**config.mk**
```make
export PLATFORM = sky130hd
export DESIGN_NAME = decode_frontend
export DESIGN_NICKNAME = d
export VERILOG_FILES = /design/src/fe_pkg.sv /design/src/decode_frontend.sv /design/src/decode_stage.sv /design/src/fe_queue.sv /design/src/inst_decoder.sv /design/src/operand_hazard.sv /design/src/wb_fetch.sv
export SDC_FILE = /design/constraint.sdc
export NUM_CORES = 1
export LEC_CHECK = 0
export BUFFER_PORTS_ARGS = -buffer_cell sky130_fd_sc_hd__buf_2
export CORE_MARGIN = 4
export CORE_UTILIZATION = 60
export DETAILED_ROUTE_END_ITERATION = 10
export GPL_TIMING_DRIVEN = 0
export PLACE_DENSITY = 0.9
export SYNTH_ARGS = -nofsm -noshare
export SYNTH_HDL_FRONTEND = slang
export SYNTH_SLANG_ARGS = --single-unit
```
**constraint.sdc**
```tcl
create_clock -name clock -period 15.9 [get_ports clock]
set_clock_uncertainty 0.05 [all_clocks]
set_input_delay 1.59 -clock clock [delete_from_list [all_inputs] [get_ports clock]]
set_output_delay 1.59 -clock clock [all_outputs]
set_load 0.01 [all_outputs]
```
**src/fe_pkg.sv**
```systemverilog
package fe_pkg;

  // instruction class as seen by the later stages
  typedef enum logic [3:0] {
    alu_reg,
    alu_imm,
    lui,
    auipc,
    jal,
    jalr,
    branch,
    load,
    store,
    csr,
    system,
    fence_i,
    illegal
  } op_class_t;

  typedef enum logic [4:0] {
    add,
    sub,
    sll,
    slt,
    sltu,
    xor_op,
    srl,
    sra,
    or_op,
    and_op,
    beq,
    bne,
    blt,
    bge,
    bltu,
    bgeu,
    csr_set,
    csr_clear
  } alu_op_t;

  // operand source, slot 1 is the previous instruction
  typedef enum logic [1:0] {
    fwd_none,
    fwd_slot1,
    fwd_slot2
  } fwd_t;

  typedef struct packed {
    logic [31:0] pc;
    logic [31:0] word;
  } fetch_item_t;

  typedef struct packed {
    logic [31:0] pc;
    op_class_t   op_class;
    alu_op_t     alu_op;
    logic [31:0] imm;
    logic [4:0]  rs1;
    logic [4:0]  rs2;
    logic [4:0]  rd;
    // 0 byte, 1 half, 2 word, same as funct3[1:0]
    logic [1:0]  mem_size;
    logic        mem_sext;
    logic [11:0] csr_addr;
    fwd_t        fwd1;
    fwd_t        fwd2;
    logic        ecall;
    logic        ebreak;
    logic        mret;
  } decoded_t;

  typedef struct packed {
    logic        cyc;
    logic        stb;
    logic [31:0] adr;
  } wb_req_t;

  typedef struct packed {
    logic        ack;
    logic [31:0] dat;
  } wb_rsp_t;

  // major opcodes
  localparam logic [6:0] opc_lui      = 7'b01_101_11;
  localparam logic [6:0] opc_auipc    = 7'b00_101_11;
  localparam logic [6:0] opc_jal      = 7'b11_011_11;
  localparam logic [6:0] opc_jalr     = 7'b11_001_11;
  localparam logic [6:0] opc_branch   = 7'b11_000_11;
  localparam logic [6:0] opc_load     = 7'b00_000_11;
  localparam logic [6:0] opc_store    = 7'b01_000_11;
  localparam logic [6:0] opc_op_imm   = 7'b00_100_11;
  localparam logic [6:0] opc_op       = 7'b01_100_11;
  localparam logic [6:0] opc_misc_mem = 7'b00_011_11;
  localparam logic [6:0] opc_system   = 7'b11_100_11;

endpackage

```
**src/decode_frontend.sv**
```systemverilog
module decode_frontend #(
  parameter logic [31:0] RESET_PC    = 32'h8000_0000,
  parameter int          QUEUE_DEPTH = 4
) (
  input  logic             clock,
  input  logic             reset,
  output fe_pkg::wb_req_t  wb_req,
  input  fe_pkg::wb_rsp_t  wb_rsp,
  input  logic             redirect,
  input  logic [31:0]      redirect_pc,
  output logic             out_valid,
  input  logic             out_ready,
  output fe_pkg::decoded_t out_item
);
  import fe_pkg::*;

  logic                             push_valid;
  fetch_item_t                      push_item;
  logic [$clog2(QUEUE_DEPTH+1)-1:0] fetch_count;
  logic                             fq_valid;
  logic                             fq_ready;
  fetch_item_t                      fq_item;
  logic                             ds_valid;
  logic                             ds_ready;
  decoded_t                         ds_item;

  wb_fetch #(
    .RESET_PC (RESET_PC),
    .DEPTH    (QUEUE_DEPTH)
  ) u_wb_fetch (
    .clock       (clock),
    .reset       (reset),
    .redirect    (redirect),
    .redirect_pc (redirect_pc),
    .wb_req      (wb_req),
    .wb_rsp      (wb_rsp),
    .fetch_count (fetch_count),
    .push_valid  (push_valid),
    .push_item   (push_item)
  );

  // fetch only pushes into guaranteed room, in_ready is not needed
  fe_queue #(
    .DEPTH  (QUEUE_DEPTH),
    .item_t (fetch_item_t)
  ) fetch_queue (
    .clock     (clock),
    .reset     (reset),
    .flush     (redirect),
    .in_valid  (push_valid),
    .in_ready  (),
    .in_item   (push_item),
    .out_valid (fq_valid),
    .out_ready (fq_ready),
    .out_item  (fq_item),
    .count     (fetch_count)
  );

  decode_stage u_decode_stage (
    .clock     (clock),
    .reset     (reset),
    .flush     (redirect),
    .in_valid  (fq_valid),
    .in_ready  (fq_ready),
    .in_item   (fq_item),
    .out_valid (ds_valid),
    .out_ready (ds_ready),
    .out_item  (ds_item)
  );

  fe_queue #(
    .DEPTH  (QUEUE_DEPTH),
    .item_t (decoded_t)
  ) out_queue (
    .clock     (clock),
    .reset     (reset),
    .flush     (redirect),
    .in_valid  (ds_valid),
    .in_ready  (ds_ready),
    .in_item   (ds_item),
    .out_valid (out_valid),
    .out_ready (out_ready),
    .out_item  (out_item),
    .count     ()
  );

endmodule

```
**src/decode_stage.sv**
```systemverilog
module decode_stage (
  input  logic                clock,
  input  logic                reset,
  input  logic                flush,
  input  logic                in_valid,
  output logic                in_ready,
  input  fe_pkg::fetch_item_t in_item,
  output logic                out_valid,
  input  logic                out_ready,
  output fe_pkg::decoded_t    out_item
);
  import fe_pkg::*;

  decoded_t dec;
  fwd_t     fwd1;
  fwd_t     fwd2;
  logic     load_use;
  logic     can_move;
  logic     accept;

  inst_decoder u_inst_decoder (
    .item (in_item),
    .dec  (dec)
  );

  // a load-use hit steps the history with a bubble and keeps the word
  operand_hazard u_operand_hazard (
    .clock     (clock),
    .reset     (reset),
    .flush     (flush),
    .advance   (in_valid & can_move),
    .bubble_in (load_use),
    .rd_in     (dec.rd),
    .load_in   (dec.op_class == load),
    .rs1       (dec.rs1),
    .rs2       (dec.rs2),
    .fwd1      (fwd1),
    .fwd2      (fwd2),
    .load_use  (load_use)
  );

  // register is free or drains this cycle
  assign can_move = ~out_valid | out_ready;
  assign in_ready = can_move & ~load_use;
  assign accept   = in_valid & in_ready & ~flush;

  always_ff @(posedge clock) begin
    if (reset || flush) begin
      out_valid <= 1'b0;
    end else if (accept) begin
      out_valid <= 1'b1;
    end else if (out_ready) begin
      out_valid <= 1'b0;
    end
  end

  always_ff @(posedge clock) begin
    if (accept) begin
      out_item      <= dec;
      out_item.fwd1 <= fwd1;
      out_item.fwd2 <= fwd2;
    end
  end

endmodule

```
**src/fe_queue.sv**
```systemverilog
module fe_queue #(
  parameter int  DEPTH  = 4,
  parameter type item_t = logic [31:0]
) (
  input  logic                       clock,
  input  logic                       reset,
  input  logic                       flush,
  input  logic                       in_valid,
  output logic                       in_ready,
  input  item_t                      in_item,
  output logic                       out_valid,
  input  logic                       out_ready,
  output item_t                      out_item,
  output logic [$clog2(DEPTH+1)-1:0] count
);

  localparam int PW = (DEPTH > 1) ? $clog2(DEPTH) : 1;

  item_t         mem [DEPTH];
  logic [PW-1:0] wr_ptr;
  logic [PW-1:0] rd_ptr;
  logic          push;
  logic          pop;

  // wrap at DEPTH so any depth works, not only powers of two
  function automatic logic [PW-1:0] bump(input logic [PW-1:0] ptr);
    return (ptr == PW'(DEPTH - 1)) ? '0 : ptr + 1'b1;
  endfunction

  assign in_ready  = (count != DEPTH);
  assign out_valid = (count != 0);
  assign out_item  = mem[rd_ptr];

  // nothing moves in a flush cycle
  assign push = in_valid & in_ready & ~flush;
  assign pop  = out_valid & out_ready & ~flush;

  always_ff @(posedge clock) begin
    if (reset || flush) begin
      wr_ptr <= '0;
      rd_ptr <= '0;
      count  <= '0;
    end else begin
      if (push) begin
        wr_ptr <= bump(wr_ptr);
      end
      if (pop) begin
        rd_ptr <= bump(rd_ptr);
      end
      if (push && !pop) begin
        count <= count + 1'b1;
      end else if (pop && !push) begin
        count <= count - 1'b1;
      end
    end
  end

  always_ff @(posedge clock) begin
    if (push) begin
      mem[wr_ptr] <= in_item;
    end
  end

endmodule

```
**src/inst_decoder.sv**
```systemverilog
module inst_decoder (
  input  fe_pkg::fetch_item_t item,
  output fe_pkg::decoded_t    dec
);
  import fe_pkg::*;

  localparam logic [31:0] word_ecall  = 32'h0000_0073;
  localparam logic [31:0] word_ebreak = 32'h0010_0073;
  localparam logic [31:0] word_mret   = 32'h3020_0073;

  logic [31:0] w;
  logic [6:0]  opcode;
  logic [2:0]  funct3;
  logic [6:0]  funct7;
  logic [31:0] imm_i;
  logic [31:0] imm_s;
  logic [31:0] imm_b;
  logic [31:0] imm_u;
  logic [31:0] imm_j;
  op_class_t   cls;
  alu_op_t     alu;
  logic        writes_rd;
  logic        reads_rs1;
  logic        reads_rs2;
  logic        is_mem;

  assign w      = item.word;
  assign opcode = w[6:0];
  assign funct3 = w[14:12];
  assign funct7 = w[31:25];

  assign imm_i = {{20{w[31]}}, w[31:20]};
  assign imm_s = {{20{w[31]}}, w[31:25], w[11:7]};
  assign imm_b = {{20{w[31]}}, w[7], w[30:25], w[11:8], 1'b0};
  assign imm_u = {w[31:12], 12'b0};
  assign imm_j = {{12{w[31]}}, w[19:12], w[20], w[30:21], 1'b0};

  always_comb begin
    cls = illegal;
    alu = add;
    case (opcode)
      opc_lui:   cls = lui;
      opc_auipc: cls = auipc;
      opc_jal:   cls = jal;
      opc_jalr: begin
        if (funct3 == 3'b000) cls = jalr;
      end
      opc_branch: begin
        cls = branch;
        case (funct3)
          3'b000:  alu = beq;
          3'b001:  alu = bne;
          3'b100:  alu = blt;
          3'b101:  alu = bge;
          3'b110:  alu = bltu;
          3'b111:  alu = bgeu;
          default: cls = illegal;
        endcase
      end
      opc_load: begin
        if (funct3 inside {3'b000, 3'b001, 3'b010, 3'b100, 3'b101}) cls = load;
      end
      opc_store: begin
        if (funct3 inside {3'b000, 3'b001, 3'b010}) cls = store;
      end
      opc_op_imm: begin
        cls = alu_imm;
        case (funct3)
          3'b000: alu = add;
          3'b010: alu = slt;
          3'b011: alu = sltu;
          3'b100: alu = xor_op;
          3'b110: alu = or_op;
          3'b111: alu = and_op;
          // shifts carry funct7 in the upper immediate bits
          3'b001: begin
            if (funct7 == 7'b0000000) alu = sll;
            else cls = illegal;
          end
          default: begin
            if (funct7 == 7'b0000000) alu = srl;
            else if (funct7 == 7'b0100000) alu = sra;
            else cls = illegal;
          end
        endcase
      end
      opc_op: begin
        cls = alu_reg;
        case ({funct7, funct3})
          {7'b0000000, 3'b000}: alu = add;
          {7'b0100000, 3'b000}: alu = sub;
          {7'b0000000, 3'b001}: alu = sll;
          {7'b0000000, 3'b010}: alu = slt;
          {7'b0000000, 3'b011}: alu = sltu;
          {7'b0000000, 3'b100}: alu = xor_op;
          {7'b0000000, 3'b101}: alu = srl;
          {7'b0100000, 3'b101}: alu = sra;
          {7'b0000000, 3'b110}: alu = or_op;
          {7'b0000000, 3'b111}: alu = and_op;
          // RV32M and anything else
          default: cls = illegal;
        endcase
      end
      opc_misc_mem: begin
        if (funct3 == 3'b001) cls = fence_i;
      end
      opc_system: begin
        case (funct3)
          3'b001: cls = csr;
          3'b010: begin
            cls = csr;
            alu = csr_set;
          end
          3'b011: begin
            cls = csr;
            alu = csr_clear;
          end
          3'b000: begin
            if (w == word_ecall || w == word_ebreak || w == word_mret) cls = system;
          end
          default: cls = illegal;
        endcase
      end
      default: cls = illegal;
    endcase
  end

  assign writes_rd = cls inside {alu_reg, alu_imm, lui, auipc, jal, jalr, load, csr};
  assign reads_rs1 = cls inside {jalr, branch, load, store, alu_imm, alu_reg, csr};
  assign reads_rs2 = cls inside {branch, store, alu_reg};
  assign is_mem    = (cls == load) || (cls == store);

  always_comb begin
    dec          = '0;
    dec.pc       = item.pc;
    dec.op_class = cls;
    dec.alu_op   = alu;
    case (cls)
      lui, auipc:                 dec.imm = imm_u;
      jal:                        dec.imm = imm_j;
      branch:                     dec.imm = imm_b;
      store:                      dec.imm = imm_s;
      jalr, load, alu_imm, csr:   dec.imm = imm_i;
      default:                    dec.imm = '0;
    endcase
    dec.rs1      = reads_rs1 ? w[19:15] : 5'd0;
    dec.rs2      = reads_rs2 ? w[24:20] : 5'd0;
    dec.rd       = writes_rd ? w[11:7] : 5'd0;
    dec.mem_size = is_mem ? funct3[1:0] : 2'd0;
    // unsigned loads have funct3[2] set
    dec.mem_sext = (cls == load) && !funct3[2];
    dec.csr_addr = (cls == csr) ? w[31:20] : 12'd0;
    dec.fwd1     = fwd_none;
    dec.fwd2     = fwd_none;
    dec.ecall    = (w == word_ecall);
    dec.ebreak   = (w == word_ebreak);
    dec.mret     = (w == word_mret);
  end

endmodule

```
**src/operand_hazard.sv**
```systemverilog
module operand_hazard (
  input  logic         clock,
  input  logic         reset,
  input  logic         flush,
  input  logic         advance,
  input  logic         bubble_in,
  input  logic [4:0]   rd_in,
  input  logic         load_in,
  input  logic [4:0]   rs1,
  input  logic [4:0]   rs2,
  output fe_pkg::fwd_t fwd1,
  output fe_pkg::fwd_t fwd2,
  output logic         load_use
);
  import fe_pkg::*;

  // slot 1 is the most recent, slot 2 the one before
  logic [4:0] rd_s1;
  logic [4:0] rd_s2;
  logic       load_s1;

  // the nearest producer wins
  function automatic fwd_t pick(input logic [4:0] rs);
    if (rs != 5'd0 && rs == rd_s1) return fwd_slot1;
    if (rs != 5'd0 && rs == rd_s2) return fwd_slot2;
    return fwd_none;
  endfunction

  assign fwd1 = pick(rs1);
  assign fwd2 = pick(rs2);

  // a load result is not ready for the very next slot
  assign load_use = load_s1 &&
                    ((rs1 != 5'd0 && rs1 == rd_s1) || (rs2 != 5'd0 && rs2 == rd_s1));

  always_ff @(posedge clock) begin
    if (reset || flush) begin
      rd_s1   <= 5'd0;
      rd_s2   <= 5'd0;
      load_s1 <= 1'b0;
    end else if (advance) begin
      rd_s2   <= rd_s1;
      rd_s1   <= bubble_in ? 5'd0 : rd_in;
      load_s1 <= load_in & ~bubble_in;
    end
  end

endmodule

```
**src/wb_fetch.sv**
```systemverilog
module wb_fetch #(
  parameter logic [31:0] RESET_PC = 32'h8000_0000,
  parameter int          DEPTH    = 4
) (
  input  logic                       clock,
  input  logic                       reset,
  input  logic                       redirect,
  input  logic [31:0]                redirect_pc,
  output fe_pkg::wb_req_t            wb_req,
  input  fe_pkg::wb_rsp_t            wb_rsp,
  input  logic [$clog2(DEPTH+1)-1:0] fetch_count,
  output logic                       push_valid,
  output fe_pkg::fetch_item_t        push_item
);

  // pc of the next request, equal to adr while a cycle is open
  logic [31:0] pc;
  // set when a redirect lands on an open cycle
  logic        discard;
  logic        ack_seen;
  logic        issue;

  assign ack_seen = wb_req.cyc & wb_rsp.ack;

  // only from idle, so there is always one dead cycle after an ack
  // the queue must hold the word this request puts in flight
  assign issue = ~wb_req.cyc & ~redirect & (fetch_count < DEPTH);

  // stale words never reach the queue
  assign push_valid = ack_seen & ~discard & ~redirect;
  assign push_item  = '{pc: wb_req.adr, word: wb_rsp.dat};

  always_ff @(posedge clock) begin
    if (reset) begin
      wb_req  <= '0;
      pc      <= RESET_PC;
      discard <= 1'b0;
    end else begin
      if (ack_seen) begin
        wb_req.cyc <= 1'b0;
        wb_req.stb <= 1'b0;
      end else if (issue) begin
        wb_req.cyc <= 1'b1;
        wb_req.stb <= 1'b1;
        wb_req.adr <= pc;
      end

      if (redirect) begin
        pc <= redirect_pc;
      end else if (push_valid) begin
        pc <= pc + 32'd4;
      end

      // the open cycle still runs to its ack
      if (ack_seen) begin
        discard <= 1'b0;
      end else if (redirect && wb_req.cyc) begin
        discard <= 1'b1;
      end
    end
  end

endmodule
```
# Word-level counts from Yosys, hierarchy flattened
# Memories as Yosys holds them, arrays and structs flattened. A register that Yosys moved wholly into a read port is not among the register bits.
# Index checks and enable logic that the tools add are counted.
[word_totals] reg_bits=202 ramBits=696 inputBits=69 n_memories=2
[op_classes] add_sub_neg=9 n_lt_le_gt_ge=1 eq_ne=50 muxes=60 bitwise_logic=23 n_reduce_logical=46
[memory_table] memory="out_queue.mem" depth=4 width=110 rd=1 rd_ports_with_merged_regs=1 write_ports=1 line_no="fe_queue.sv:19" source="item_t mem [DEPTH];"
[memory_table] memory="fetch_queue.mem" depth=4 width=64 rd=1 rd_ports_with_merged_regs=1 write_ports=1 line_no="fe_queue.sv:19"
[ops] op="$pmux W32 S5" n=1
[ops] op="$mux W32" n=2
[ops] op="$pmux W4 S11" n=1
[ops] op="$eq A10 B3 Y1 const B" n=4
[ops] op="$pmux W4 S9" n=1
[ops] op="$mux W2" n=17
[ops] op="$add A32 B3 Y32 const B" n=1
[ops] op="$eq A32 B21 Y1 const B" n=1
[ops] op="$eq A32 B30 Y1 const B" n=1
[ops] op="$eq A32 B7 Y1 const B" n=1
[ops] op="$eq A7 B6 Y1 const B" n=4
[ops] op="$eq A7 B7 Y1 const B" n=4
[ops] op="$mux W4" n=7
[ops] op="$pmux W4 S7" n=1
[ops] op="$mux W3" n=9
[ops] op="$pmux W4 S6" n=1
[ops] op="$eq A10 B2 Y1 const B" n=2
[ops] op="$eq A10 B9 Y1 const B" n=2
[ops] op="$eq A5 B5 Y1" n=4
[ops] op="$mux W5" n=4
[ops] op="$pmux W5 S4" n=1
[ops] op="$and A1 B1 Y1" n=16
[ops] op="$eq A4 B3 Y1 const B" n=4
[ops] op="$reduce_bool A5 Y1" n=3
[ops] op="39 further kinds" n=97

# Depth between registers and ports, before layout
[depth] word_depth=20 mapped_depth=18 ltp_nobuf=15

# By module
# From an unflattened synthesis, not the netlist that was laid out.
[unflattened] hier_cells=1914 area_unflattened_um2=35546.6
[modules_own_cells] mod="fe_queue (out_queue)" instances=1 cells_each=626 area_per_inst_um2=16363.2 seq_area_each_um2=13392.8
[modules_own_cells] mod="fe_queue (fetch_queue)" instances=1 cells_each=386 area_per_inst_um2=9764.4 seq_area_each_um2=7867.5
[modules_own_cells] mod="wb_fetch" instances=1 cells_each=440 area_per_inst_um2=3532.1 seq_area_each_um2=1321.3
[modules_own_cells] mod="decode_stage" instances=1 cells_each=119 area_per_inst_um2=3397.0 seq_area_each_um2=3323.2
[modules_own_cells] mod="inst_decoder" instances=1 cells_each=267 area_per_inst_um2=1784.2 seq_area_each_um2=0.0
[modules_own_cells] mod="operand_hazard" instances=1 cells_each=76 area_per_inst_um2=705.7 seq_area_each_um2=220.2

# Least setup slack after synthesis
# Ideal clock, no wire load.
[synth_timing] path_type="reg2reg" start="reg (tool-made name)" end="reg u_decode_stage.out_item[0] (netlist name), enable pin" t_arrival_ns=5.560 path_slack_ns=9.827 path_stages_with_launch=14 n_path_buf=3 path_cell_list="dfxtp_1 buf_6 buf_4 buf_2 mux4_2 nor4_1 nand3_1 or4_4 nand4_4 nor4_4 nor3_4 o221ai_4 or2_2 inv_1"
[synth_lines] item="to (decl)" line_no="decode_stage.sv:10" source="output fe_pkg::decoded_t out_item"

==> summary.md <==
| Metric | Value |
|---|---|
| Status | finished clean |
| CP cell instances | buf_2 -> clkbuf_1 -> mux4_2 -> nor4_1 -> and2_1 -> nand3_1 -> a31o_2 -> nor4_4 -> o21ai_1 -> o221ai_4 -> or2_2 -> ha_1 -> inv_1 -> fa_1 -> xor2_1 -> or3_1 -> a21oi_1 |
| # IOs | about 210 |
| Register area share after synthesis | roughly three quarters |
| Drt total wl | 75.80 mm |
| Peak VDD IR | between 0.09 and 0.1 mV |
| Initial drt markers | between 1500 and 2000 |
| PortBufs | 212 |
| CTS resizes | 0 |
| CP Max Fanout | 10 |
| CTS Hold Bufs | 0 |
| Detailed Routing Iterations Pass 1 | 6 |
| CTS H-tree depth | 3 |
| Synth area leader | edfxtp_1 |
| PwrDens | ~120 mW/mm^2 |
| First-pass GRT wire length | ~110 mm |
| Final setup vio count | 0 |
| Worst Path Required | roughly 16 ns |
| Worst-Skew Late Latency | 0.66 ns |
| GPL Wtd Cong | around 0.90 |
| Synthesized area | between 0.03 and 0.04 sq mm |
| Placement Setup Slack | slightly above 10 ns |
| Total area of sequential cells | ~0.026 sq mm |
| Row count | just under 90 |
| CTS tree | done |
| Post-DP Area | around 0.036 sq mm |
| Slew Limit Headroom | 19.99% |
| Data arrival time of the worst path | between 6 and 7 ns |
| RSZ-0062 raised after global routing | false |
| ANT nets after route | 0 |
| CTS Sinks | about 900 |
| Tcrit/Tclk final | between 30% and 40% |
| Vias | roughly 18000 |
| P&R area growth vs syn | 15.11% |
| Post-CTS Setup Repair Bufs | 0 |
| Hold slack | ~0.4 ns |
| Syn_nets | ~1900 |
| Post-synth top cells | edfxtp_1 (806), mux4_2 (172), nand2_1 (133), nor2_1 (103), dfxtp_1 (96) |
| Initial Utilization | between 60 and 70% |
| Static Leak | ~13 nW |
| GRT Overall Usage | roughly 25% |
| DIE AREA | approximately 0.06 sq mm |
| Min cycle time layout | 5.895 ns |
| Fill count | ~3400 |
| Nets | between 2000 and 2500 |
| Residual DRC count | 0 |
| Final Hold Fails | 0 |
| Die Wd | 246.2 um |
| CTS Buffer Depth | 3 |
| Footprint of the multi-input gates | 0.007532 sq mm |
| Core area | 0.05628 sq mm |
| Slowest-stage cell, CP | nor4_1 |
| Synth async-reset ratio | 0% |
| Pin count of the biggest net entering global routing | 80 |
| Syn Area/Cell | 18.96 sq um |
| Fin worst setup slack | roughly 10 ns |
| Worst-margin pin slew | 1.191 ns |
| Ys flop type | edfxtp_1 |
| Worst hold path class | reg2reg |
| Synth Register Bits | 902 |
| Clock slew seen by the registers of the worst setup and hold paths | 0.06 ns |
| Fmax | ~170 MHz |
| Most frequent cell after synthesis | edfxtp_1 |
| DR WL/cell | roughly 26 um |
| EDFF count, synth | a little over 800 |
| CP max stage delay | about 0.70 ns |
| Setup TNS | 0 ns |
| Synth Instances | 1795 |
| Critical path endpoint category | register |
| Vias per cell | roughly 6.1 |
| Top cell type's share of synthesized area | 71.10% |
| CTS Buf Count | between 80 and 90 |
| Maxcap violations | 0 |
| Vias in the first global route | ~19000 |
| Yosys cell types | 64 |
| Post-route cell area | between 0.03 and 0.04 sq mm |
| HPWL after detailed placement | 47.80 mm |
| Yosys warnings | 0 |
| Startpoint types | register |
| Worst path top cell family by delay | simple AND/OR/NAND/NOR gates |
| Slew Viols, Final | 0 |
| Root Driver | clkbuf_16 |
| Critical path class | reg2reg |
| Die Y | approximately 250 um |
| Initial antenna violation count | 8 |
| Total grt overflow | 0 |
| Largest cells by area after synthesis | edfxtp_1 (71%), mux4_2 (11%), dfxtp_1 (5.6%), nand2_1 (1.5%), nor2_1 (1.1%) |
| CP bufs+invs | 3 |
| Fraction of layout cells with a size suffix above 1 | between 20% and 30% |
==> cells by family (layout without fill, tap and decap cells) <==
kind of cell / after synthesis / after routing / share of synthesized area [%]
DFF: 902 / 902 / 76.75
and+or+nand+nor: 385 / 385 / 5.425
muxes: 200 / 200 / 12.21
AOI/OAI and AO/OA: 142 / 142 / 2.536
buffers and inverters: 101 / 486 / 1.202
xor gates and xnor gates: 50 / 50 / 1.286
adders and majority gates: 15 / 15 / 0.5955
other: 0 / 2 / 0
==> path summary, 6_finish.rpt <==
path                                       start                                     to  slack (ns)  depth (start not counted)
setup reg to reg                        register      fetch_queue.count[2]$_SDFFE_PP0P_       10.00                         17
hold reg to reg   u_wb_fetch.pc[21]$_SDFFE_PP0N_  u_wb_fetch.push_item[53]$_SDFFE_PP0P_        0.41                          2
setup / recovery                        register      fetch_queue.count[2]$_SDFFE_PP0P_       10.00                         17
hold / removal    u_wb_fetch.pc[21]$_SDFFE_PP0N_  u_wb_fetch.push_item[53]$_SDFFE_PP0P_        0.41                          2
==> power by group <==
part / switching (mW) / total, mW / internal, mW
logic: 0.0758 / 0.121 / 0.0457
clock network: 0.884 / 2.02 / 1.14
registers: 0.0236 / 2.62 / 2.59
==> stage by stage <==
stage | instances | total power [mW] | util, %
global route | 2936 | 4.906 | 69.61
CTS | 2936 | 4.790 | 69.61
finish | 2938 | 4.762 | 69.62
detailed placement | 2775 | 2.787 | 64.60
floorplan | 1795 | 2.733 | -
global placement | 2763 | 2.779 | 64.05
==> state kept, by name, indices dropped and copies added, names as in the netlist, named ones only <==
register,cells
u_wb_fetch.wb_req,1
u_decode_stage.out_valid,1
fetch_queue.wr_ptr,2
fetch_queue.rd_ptr,2
u_decode_stage.u_operand_hazard.rd_s2,5
u_decode_stage.out_item,110
out_queue.wr_ptr,2
u_decode_stage.u_operand_hazard.rd_s1,5
out_queue.count,3
out_queue.rd_ptr,2
fetch_queue.mem,256
u_wb_fetch.push_item,32
u_decode_stage.u_operand_hazard.load_s1,1
fetch_queue.count,3
out_queue.mem,440
u_wb_fetch.pc,32
u_wb_fetch.discard,1
==> worst min-delay path: stages, from the launching register on <==
cell	delay (ns)
dfxtp_1	0.31
nand2_1	0.06
a21oi_1	0.05
==> final cells by class <==
cell class | instances | area share, %
antenna | 2 | 0.01277
buffer | 79 | 0.8334
clock buffer | 110 | 5.879
clock inverter | 51 | 1.322
inverter | 22 | 0.2235
multi-input combinational | 792 | 19.22
sequential | 902 | 66.68
tap | 756 | 2.414
timing repair buffer | 224 | 3.417
==> per-layer routing <==
layer / vias up / global-route usage [%] / part of all wire [%]
met4: 12 / 7.409 / 2.8
li1: 7722 / - / -
met3: 165 / 5.703 / 8.3
met2: 925 / 44.50 / 53
met5: - / 0 / 0.094
met1: 9110 / 31.98 / 36
==> placed cells by master (no fill, tap or decap), types with 8 or more instances in the layout <==
master / count
clkbuf_1: 67
a21oi_1: 73
nor3_1: 20
o21ai_0: 27
nand3_1: 21
and2_1: 13
buf_2: 218
a22o_1: 10
clkinv_1: 11
xor2_1: 24
xnor2_1: 26
inv_1: 21
nor2_1: 103
ha_1: 13
and3_1: 8
and2_4: 8
clkbuf_16: 87
nor4_1: 9
clkinv_2: 17
or3_1: 15
edfxtp_1: 806
nor2b_1: 17
buf_1: 21
nand4_1: 8
mux2i_1: 27
nand2_1: 133
mux4_2: 172
dfxtp_1: 96
Note: power is estimated with default switching activity, not from simulation.
